$ cat src/design/uart_defs.svh
`ifndef UART_DEFS_SVH
`define UART_DEFS_SVH

// system clock in Hz
`define UART_CLOCK_RATE 1_600_000

// serial line rate
`define UART_BAUD_RATE 100_000

// bit time in clocks, fixed at build time
`define UART_CLK_PER_BIT (`UART_CLOCK_RATE / `UART_BAUD_RATE)

// entries per FIFO, power of two
`define UART_FIFO_DEPTH 4

`endif

$ cat src/design/uart_pkg.sv
package uart_pkg;

    // unit of data through the FIFOs and serial blocks
    typedef logic [7:0] uart_byte_t;

    // register byte offsets
    typedef enum logic [3:0] {
        REG_TXDATA = 4'h0,
        REG_RXDATA = 4'h4,
        REG_STATUS = 4'h8
    } uart_reg_e;

    typedef enum logic [1:0] {
        RESP_OKAY   = 2'b00,
        RESP_SLVERR = 2'b10
    } axi_resp_e;

endpackage

$ cat src/design/uart_rx.sv
module uart_rx
    import uart_pkg::*;
#(
    parameter int clk_per_bit = 16
) (
    input  logic       clk,
    input  logic       arst,
    input  logic       rxd,
    output logic       rx_dv,
    output uart_byte_t rx_byte,
    output logic       rx_frame_err
);

    localparam int cnt_w = $clog2(clk_per_bit);
    localparam logic [cnt_w-1:0] half_bit = cnt_w'((clk_per_bit - 1) / 2);
    localparam logic [cnt_w-1:0] full_bit = cnt_w'(clk_per_bit - 1);

    typedef enum logic [2:0] {
        S_IDLE,
        S_START,
        S_DATA,
        S_STOP,
        S_CLEANUP
    } state_e;

    state_e           state;
    logic [cnt_w-1:0] clk_cnt;
    logic [2:0]       bit_cnt;
    logic             rxd_meta;
    logic             rxd_sync;
    logic             sample_bit;

    // line idles high, so the synchronizer resets to 1
    always_ff @(posedge clk or posedge arst)
    begin
        if (arst)
        begin
            rxd_meta <= 1'b1;
            rxd_sync <= 1'b1;
        end
        else
        begin
            rxd_meta <= rxd;
            rxd_sync <= rxd_meta;
        end
    end

    assign sample_bit = (state == S_DATA) && (clk_cnt == full_bit);

    always_ff @(posedge clk)
    begin
        if (sample_bit)
            rx_byte[bit_cnt] <= rxd_sync;
    end

    always_ff @(posedge clk or posedge arst)
    begin
        if (arst)
        begin
            state        <= S_IDLE;
            clk_cnt      <= '0;
            bit_cnt      <= '0;
            rx_dv        <= 1'b0;
            rx_frame_err <= 1'b0;
        end
        else
        begin
            rx_dv        <= 1'b0;
            rx_frame_err <= 1'b0;
            case (state)
                S_IDLE:
                begin
                    clk_cnt <= '0;
                    bit_cnt <= '0;
                    if (!rxd_sync)
                        state <= S_START;
                end
                S_START:
                begin
                    if (clk_cnt == half_bit)
                    begin
                        clk_cnt <= '0;
                        // glitch, not a real start bit
                        state   <= rxd_sync ? S_IDLE : S_DATA;
                    end
                    else
                        clk_cnt <= clk_cnt + 1'b1;
                end
                S_DATA:
                begin
                    if (clk_cnt == full_bit)
                    begin
                        clk_cnt <= '0;
                        bit_cnt <= bit_cnt + 1'b1;
                        if (bit_cnt == 3'd7)
                            state <= S_STOP;
                    end
                    else
                        clk_cnt <= clk_cnt + 1'b1;
                end
                S_STOP:
                begin
                    if (clk_cnt == full_bit)
                    begin
                        clk_cnt      <= '0;
                        rx_dv        <= 1'b1;
                        rx_frame_err <= !rxd_sync;
                        state        <= S_CLEANUP;
                    end
                    else
                        clk_cnt <= clk_cnt + 1'b1;
                end
                S_CLEANUP:
                    state <= S_IDLE;
                default:
                    state <= S_IDLE;
            endcase
        end
    end

endmodule

$ cat src/design/uart_tx.sv
module uart_tx
    import uart_pkg::*;
#(
    parameter int clk_per_bit = 16
) (
    input  logic       clk,
    input  logic       arst,
    input  logic       fifo_empty,
    input  uart_byte_t fifo_data,
    output logic       fifo_pop,
    output logic       txd,
    output logic       tx_busy
);

    localparam int cnt_w = $clog2(clk_per_bit);
    localparam logic [cnt_w-1:0] full_bit = cnt_w'(clk_per_bit - 1);

    // data bits then stop, start is driven directly on load
    logic [8:0]       shift;
    logic [cnt_w-1:0] clk_cnt;
    logic [3:0]       bit_cnt;
    logic             busy;
    logic             bit_end;

    assign fifo_pop = !busy && !fifo_empty;
    assign tx_busy  = busy;
    assign bit_end  = busy && (clk_cnt == full_bit);

    always_ff @(posedge clk)
    begin
        if (fifo_pop)
            shift <= {1'b1, fifo_data};
        else if (bit_end)
            shift <= {1'b1, shift[8:1]};
    end

    always_ff @(posedge clk or posedge arst)
    begin
        if (arst)
        begin
            busy    <= 1'b0;
            txd     <= 1'b1;
            clk_cnt <= '0;
            bit_cnt <= '0;
        end
        else if (fifo_pop)
        begin
            busy    <= 1'b1;
            txd     <= 1'b0;
            clk_cnt <= '0;
            bit_cnt <= '0;
        end
        else if (bit_end)
        begin
            clk_cnt <= '0;
            // bit 9 is the stop bit, frame done after it
            if (bit_cnt == 4'd9)
                busy <= 1'b0;
            else
            begin
                txd     <= shift[0];
                bit_cnt <= bit_cnt + 1'b1;
            end
        end
        else if (busy)
            clk_cnt <= clk_cnt + 1'b1;
    end

endmodule

$ cat src/design/uart_fifo.sv
module uart_fifo
    import uart_pkg::*;
#(
    parameter int depth = 4
) (
    input  logic       clk,
    input  logic       arst,
    input  logic       push,
    input  uart_byte_t push_data,
    input  logic       pop,
    output uart_byte_t pop_data,
    output logic       full,
    output logic       empty
);

    localparam int aw = $clog2(depth);

    uart_byte_t  mem [depth];
    // extra msb tells full from empty
    logic [aw:0] wr_ptr;
    logic [aw:0] rd_ptr;
    logic        do_push;
    logic        do_pop;

    assign empty   = (wr_ptr == rd_ptr);
    assign full    = (wr_ptr[aw] != rd_ptr[aw]) && (wr_ptr[aw-1:0] == rd_ptr[aw-1:0]);
    assign do_push = push && !full;
    assign do_pop  = pop && !empty;

    assign pop_data = mem[rd_ptr[aw-1:0]];

    always_ff @(posedge clk)
    begin
        if (do_push)
            mem[wr_ptr[aw-1:0]] <= push_data;
    end

    always_ff @(posedge clk or posedge arst)
    begin
        if (arst)
        begin
            wr_ptr <= '0;
            rd_ptr <= '0;
        end
        else
        begin
            if (do_push)
                wr_ptr <= wr_ptr + 1'b1;
            if (do_pop)
                rd_ptr <= rd_ptr + 1'b1;
        end
    end

endmodule

$ cat src/design/uart_axil_regs.sv
module uart_axil_regs
    import uart_pkg::*;
(
    input  logic        clk,
    input  logic        arst,
    input  logic [3:0]  awaddr,
    input  logic        awvalid,
    output logic        awready,
    input  logic [31:0] wdata,
    input  logic [3:0]  wstrb,
    input  logic        wvalid,
    output logic        wready,
    output axi_resp_e   bresp,
    output logic        bvalid,
    input  logic        bready,
    input  logic [3:0]  araddr,
    input  logic        arvalid,
    output logic        arready,
    output logic [31:0] rdata,
    output axi_resp_e   rresp,
    output logic        rvalid,
    input  logic        rready,
    output logic        tx_push,
    output uart_byte_t  tx_data,
    input  logic        tx_full,
    input  logic        tx_busy,
    output logic        rx_pop,
    input  uart_byte_t  rx_data,
    input  logic        rx_empty,
    input  logic        rx_full,
    input  logic        rx_dv,
    input  logic        rx_frame_err
);

    logic        wr_fire;
    logic        rd_fire;
    axi_resp_e   wr_resp;
    axi_resp_e   rd_resp;
    logic [31:0] rd_word;
    logic [31:0] status;
    logic        rx_overrun;
    logic        frame_err;
    logic        clr_overrun;
    logic        clr_frame_err;

    assign wr_fire = awready && awvalid && wvalid;
    assign rd_fire = arready && arvalid;

    assign status = {27'd0, frame_err, rx_overrun, tx_busy, tx_full, !rx_empty};

    // byte strobes are not supported, every write is taken whole
    assign tx_data = wdata[7:0];
    assign tx_push = wr_fire && (awaddr == REG_TXDATA) && !tx_full;
    assign rx_pop  = rd_fire && (araddr == REG_RXDATA) && !rx_empty;

    assign clr_overrun   = wr_fire && (awaddr == REG_STATUS) && wdata[3];
    assign clr_frame_err = wr_fire && (awaddr == REG_STATUS) && wdata[4];

    always_comb
    begin
        case (awaddr)
            REG_TXDATA: wr_resp = tx_full ? RESP_SLVERR : RESP_OKAY;
            REG_STATUS: wr_resp = RESP_OKAY;
            default:    wr_resp = RESP_SLVERR;
        endcase
    end

    always_comb
    begin
        rd_word = 32'd0;
        rd_resp = RESP_SLVERR;
        case (araddr)
            REG_RXDATA:
            begin
                if (!rx_empty)
                begin
                    rd_word = {24'd0, rx_data};
                    rd_resp = RESP_OKAY;
                end
            end
            REG_STATUS:
            begin
                rd_word = status;
                rd_resp = RESP_OKAY;
            end
            default:
                rd_word = 32'd0;
        endcase
    end

    always_ff @(posedge clk)
    begin
        if (wr_fire)
            bresp <= wr_resp;
        if (rd_fire)
        begin
            rdata <= rd_word;
            rresp <= rd_resp;
        end
    end

    always_ff @(posedge clk or posedge arst)
    begin
        if (arst)
        begin
            awready    <= 1'b0;
            wready     <= 1'b0;
            bvalid     <= 1'b0;
            arready    <= 1'b0;
            rvalid     <= 1'b0;
            rx_overrun <= 1'b0;
            frame_err  <= 1'b0;
        end
        else
        begin
            // one transaction in flight per channel
            awready <= awvalid && wvalid && !bvalid && !awready;
            wready  <= awvalid && wvalid && !bvalid && !awready;
            arready <= arvalid && !rvalid && !arready;

            if (wr_fire)
                bvalid <= 1'b1;
            else if (bready)
                bvalid <= 1'b0;

            if (rd_fire)
                rvalid <= 1'b1;
            else if (rready)
                rvalid <= 1'b0;

            // a new event wins over a clear in the same cycle
            if (rx_dv && rx_full)
                rx_overrun <= 1'b1;
            else if (clr_overrun)
                rx_overrun <= 1'b0;

            if (rx_frame_err)
                frame_err <= 1'b1;
            else if (clr_frame_err)
                frame_err <= 1'b0;
        end
    end

endmodule

$ cat src/design/uart_lite.sv
`include "uart_defs.svh"

module uart_lite
    import uart_pkg::*;
(
    input  logic        clk,
    input  logic        arst,
    input  logic        rxd,
    output logic        txd,
    input  logic [3:0]  awaddr,
    input  logic        awvalid,
    output logic        awready,
    input  logic [31:0] wdata,
    input  logic [3:0]  wstrb,
    input  logic        wvalid,
    output logic        wready,
    output axi_resp_e   bresp,
    output logic        bvalid,
    input  logic        bready,
    input  logic [3:0]  araddr,
    input  logic        arvalid,
    output logic        arready,
    output logic [31:0] rdata,
    output axi_resp_e   rresp,
    output logic        rvalid,
    input  logic        rready
);

    logic       tx_push;
    uart_byte_t tx_data;
    logic       tx_pop;
    uart_byte_t tx_head;
    logic       tx_full;
    logic       tx_empty;
    logic       tx_busy;
    logic       rx_pop;
    uart_byte_t rx_head;
    logic       rx_full;
    logic       rx_empty;
    logic       rx_dv;
    uart_byte_t rx_byte;
    logic       rx_frame_err;

    uart_axil_regs regs_i (
        .clk          (clk),
        .arst         (arst),
        .awaddr       (awaddr),
        .awvalid      (awvalid),
        .awready      (awready),
        .wdata        (wdata),
        .wstrb        (wstrb),
        .wvalid       (wvalid),
        .wready       (wready),
        .bresp        (bresp),
        .bvalid       (bvalid),
        .bready       (bready),
        .araddr       (araddr),
        .arvalid      (arvalid),
        .arready      (arready),
        .rdata        (rdata),
        .rresp        (rresp),
        .rvalid       (rvalid),
        .rready       (rready),
        .tx_push      (tx_push),
        .tx_data      (tx_data),
        .tx_full      (tx_full),
        // busy until the last queued byte has left the line
        .tx_busy      (tx_busy || !tx_empty),
        .rx_pop       (rx_pop),
        .rx_data      (rx_head),
        .rx_empty     (rx_empty),
        .rx_full      (rx_full),
        .rx_dv        (rx_dv),
        .rx_frame_err (rx_frame_err)
    );

    uart_fifo #(.depth(`UART_FIFO_DEPTH)) tx_fifo (
        .clk       (clk),
        .arst      (arst),
        .push      (tx_push),
        .push_data (tx_data),
        .pop       (tx_pop),
        .pop_data  (tx_head),
        .full      (tx_full),
        .empty     (tx_empty)
    );

    uart_fifo #(.depth(`UART_FIFO_DEPTH)) rx_fifo (
        .clk       (clk),
        .arst      (arst),
        .push      (rx_dv),
        .push_data (rx_byte),
        .pop       (rx_pop),
        .pop_data  (rx_head),
        .full      (rx_full),
        .empty     (rx_empty)
    );

    uart_tx #(.clk_per_bit(`UART_CLK_PER_BIT)) tx_i (
        .clk        (clk),
        .arst       (arst),
        .fifo_empty (tx_empty),
        .fifo_data  (tx_head),
        .fifo_pop   (tx_pop),
        .txd        (txd),
        .tx_busy    (tx_busy)
    );

    uart_rx #(.clk_per_bit(`UART_CLK_PER_BIT)) rx_i (
        .clk          (clk),
        .arst         (arst),
        .rxd          (rxd),
        .rx_dv        (rx_dv),
        .rx_byte      (rx_byte),
        .rx_frame_err (rx_frame_err)
    );

endmodule

$ cat config.mk
export PLATFORM = sky130hd
export DESIGN_NAME = uart_lite
export DESIGN_NICKNAME = d
export VERILOG_FILES = /design/src/design/uart_pkg.sv /design/src/design/uart_rx.sv /design/src/design/uart_tx.sv /design/src/design/uart_fifo.sv /design/src/design/uart_axil_regs.sv /design/src/design/uart_lite.sv
export VERILOG_INCLUDE_DIRS = /design/src /design/src/design
export SDC_FILE = /design/constraint.sdc
export NUM_CORES = 1
export LEC_CHECK = 0
export BUFFER_PORTS_ARGS = -buffer_cell sky130_fd_sc_hd__buf_2
export CAP_MARGIN = 10
export CORE_MARGIN = 10
export CORE_UTILIZATION = 45
export CTS_CLUSTER_DIAMETER = 150
export DETAILED_ROUTE_END_ITERATION = 10
export PLACE_DENSITY = 0.68
export SYNTH_ARGS = -nofsm -noshare
export SYNTH_HDL_FRONTEND = slang
export SYNTH_SLANG_ARGS = --single-unit
$ cat constraint.sdc
create_clock -name clk -period 4.52 [get_ports clk]
set_clock_uncertainty 0.2 [all_clocks]
set_input_delay 0 -clock clk [delete_from_list [all_inputs] [get_ports clk]]
set_output_delay 0 -clock clk [all_outputs]
set_load 0.03 [all_outputs]
==> summary.txt <==
Synth
  – Number of flops mapped to enable cells by yosys: 90
  – Main synth FF type: edfxtp_1
  – Syn. warnings: 0
  – Cells after Synth: 386
  – Register area share after synthesis: 0.642
  – Netlist cell types: 61
  – Post-Syn Area: 0.00585 mm^2
  – Mean Syn Cell Area: 15.2 um^2
  – FFs w/ async S/R, synth: 0.318
  – Synth Register Bits: 132

Timing
  – Fin. Hold Viols: 0
  – Slew Limit Fails: 0
  – RSZ-0062 raised after global routing: no
  – Worst-Margin Slew: 1.18 ns
  – Final period utilization: 0.617
  – Final worst slack: 1.73 ns
  – Final setup viols: 0
  – Max Fclk: 359 MHz
  – Final min period: 2.79 ns
  – Rel. slew slack: 0.212
  – Total negative slack: 0 ns

Critical path
  – CP max stage cell: a31oi_1
  – CP peak stage delay: 0.92 ns
  – Delay-heaviest family, CP: compound AO/OA/AOI/OAI gates
  – Worst r2r src: tx_fifo.rd_ptr[0]
  – CP Launch Type: flop
  – R2r setup slk: 1.73 ns
  – CP Cell Sequence: xnor2_1 > a31oi_1 > mux2_2
  – CP Max Fanout: 12
  – CP endpoint kind: flop
  – Reg2Reg Depth: 3
  – Buf+Inv Stages, Crit Path: 0
  – Crit path arrival time: 2.75 ns
  – FF-to-FF End: tx_i.shift[5]
  – Worst Path Required: 4.49 ns
  – Setup Crit Path Kind: flop to flop

Route
  – Via count: 3,238
  – Avg Vias per Cell: 5.02
  – Detail Route Antenna Nets: 0
  – Pre-Repair DR Iteration Count: 4
  – DRC Markers: 0
  – Routed len/inst: 15.6 um
  – Final WL: 10.1 mm
  – 1st-iter DRT viols: 171

Clock tree
  – TritonCTS buffer count: 17
  – CTS Buffer Depth: 2
  – Clock transition at path regs: 0.06 ns
  – Clk sinks: 132
  – CTS tree: built
  – Root buf cell: clkbuf_16
  – Clock Latency Late Sink: 0.42 ns
  – CTS H-tree depth: 4

Power and ir drop
  – Leak pwr: 2.76 nW
  – Peak VDD IR: 0.237 mV
  – Comb pwr share: 0.090
  – Part of the power in registers: 0.438
  – Pint: 2.50 mW
  – Sw Share: 0.227
  – Pwr/cell area: 460 mW/mm^2
  – Psw: 0.735 mW
  – Clk pwr share: 0.472

Global route
  – Initial antenna violation count: 0
  – Overflow after GRT: 0
  – First-pass GRT wire length: 16.9 mm
  – Largest net degree at the start of global routing: 43
  – Number of global-route vias before repair: 3,480
  – Total track usage: 0.119

Die
  – Die Wd: 134 um
  – Core Rows: 41
  – Core area: 0.0127 mm^2
  – Starting density of the core: 0.462
  – I/O pin total: 94
  – Die height: 134 um
  – Die area: 0.0180 mm^2

Place
  – Place WS: 1.72 ns
  – GP Congestion: 0.743
  – HPWL reported at the end of detailed placement: 6.81 mm
  – # port buffers: 39

Final layout
  – Layout Nets: 528
  – Ant. Diodes: 0
  – Synth-to-Final Area Change: 20.1%
  – Layout fillers: 1,024
  – Layout cells sized above 1: 0.245

Run status
  – Status: finished, final reports clean

Job
  – Maxcap violations: 0

Min path
  – HP Class: primary input to asynchronous set/reset pin
[how the worst max path moves through the flow]
stage,start,slack [ns],end,depth (start not counted)
2_1_floorplan,regs_i.awready,2.59,tx_fifo.mem[3][0],5
6_report,tx_fifo.rd_ptr[0],1.73,tx_i.shift[5],3
4_1_cts,tx_fifo.rd_ptr[0],1.68,tx_i.shift[6],3
5_1_grt,tx_fifo.rd_ptr[0],1.50,tx_i.shift[5],3
3_3_place_gp,tx_fifo.rd_ptr[0],1.71,tx_i.shift[5],3
3_5_place_dp,tx_fifo.rd_ptr[0],1.72,tx_i.shift[3],3
[layer usage]
metal | global-route usage | share of wire | vias up
met5 | 0 | 0 | -
met4 | 0.0586 | 0.020 | 0
li1 | - | - | 1534
met3 | 0.0407 | 0.043 | 21
met1 | 0.146 | 0.46 | 1603
met2 | 0.186 | 0.48 | 80
[power groups by stage]
| stage | registers (mW) | logic, mW | clock network [mW] |
|---|---|---|---|
| 2_1_floorplan | 1.42 | 0.235 | 0 |
| 3_3_place_gp | 1.44 | 0.258 | 0 |
| 3_5_place_dp | 1.44 | 0.272 | 0 |
| 4_1_cts | 1.42 | 0.292 | 1.56 |
| 5_1_grt | 1.43 | 0.332 | 1.61 |
| 6_report | 1.42 | 0.291 | 1.53 |
[cell usage in the layout (no fill, tap or decap), types with 11 or more instances in the layout]
cell	n
o21ai_0	14
nor3_1	11
mux4_2	14
dfrtp_1	39
buf_2	39
dlygate4sd3_1	29
clkbuf_16	17
inv_1	16
xnor2_1	11
edfxtp_1	90
nand2_1	20
ha_1	16
conb_1	26
[synth_stat cells (4+ instances only)]
master    count  area [um^2]
inv_1        17         63.8
nor2_1       10         37.5
mux4_2       14          315
and2_1        7         43.8
xnor2_1      11         96.3
nand2_1      20         75.1
buf_4        29          218
xor2_1        7         61.3
mux2_2       10          113
nand3_1       8         40.0
dfrtp_1      39          976
nand2b_1      4         25.0
and2_2        5         37.5
nor3_1       11         55.1
ha_1         16          200
a22o_1        6         52.6
edfxtp_1     90         2700
o21ai_0      14         70.1
a21oi_1       4         20.0
[cell type report]
cell class | instances | area, um^2 | area share
clock buffer | 19 | 433 | 0.0616
clock inverter | 13 | 231 | 0.0329
inverter | 17 | 63.8 | 0.00908
multi-input combinational | 224 | 1840 | 0.262
sequential | 132 | 3760 | 0.534
tap | 172 | 215 | 0.0306
timing repair buffer | 68 | 485 | 0.0691
[through the flow]
| stage | instance area [um^2] | hold slack, ns | utilization | power [mW] | cells |
|---|---|---|---|---|---|
| final | 7030 | 0.121 | 0.555 | 3.23 | 645 |
| after global routing | 7030 | 0.142 | 0.555 | 3.38 | 645 |
| after CTS | 7030 | 0.105 | 0.555 | 3.27 | 645 |
| after detailed placement | 6080 | -0.0938 | 0.480 | 1.71 | 584 |
| after global placement | 6080 | -0.0945 | 0.480 | 1.69 | 584 |
| after floorplan | 5950 | -0.196 | - | 1.66 | 411 |
[sequential cells by signal, summed over array words and instances, names as in the netlist, 4 cells and up]
register	flops
rx_fifo.mem	32
tx_fifo.mem	32
regs_i.rdata	8
rx_i.rx_byte	8
tx_i.shift	8
rx_i.clk_cnt	4
tx_i.bit_cnt	4
tx_i.clk_cnt	4
[tightest hold or removal path: stages]
cell           delay, ns
dlygate4sd3_1       0.53
buf_2               0.12
inv_2               0.64
[logic make-up after synthesis]
group,Yosys count,synth area share
DFF,132,0.642
and+or+nand+nor,90,0.0900
buffers and inverters,55,0.0590
AOI/OAI and AO/OA,44,0.0554
muxes,28,0.0864
xor gates and xnor gates,20,0.0325
adders and majority gates,16,0.0342
other,1,0.000641
[timing repair]
| action | 4_1_cts | 5_1_grt |
|---|---|---|
| hold buffers | 29 | 0 |
| endpoints found under the hold margin | 104 | 0 |
| gates resized for setup | 0 | 0 |
| buffers inserted | 0 | 0 |
(Power assumes the default switching activity.)
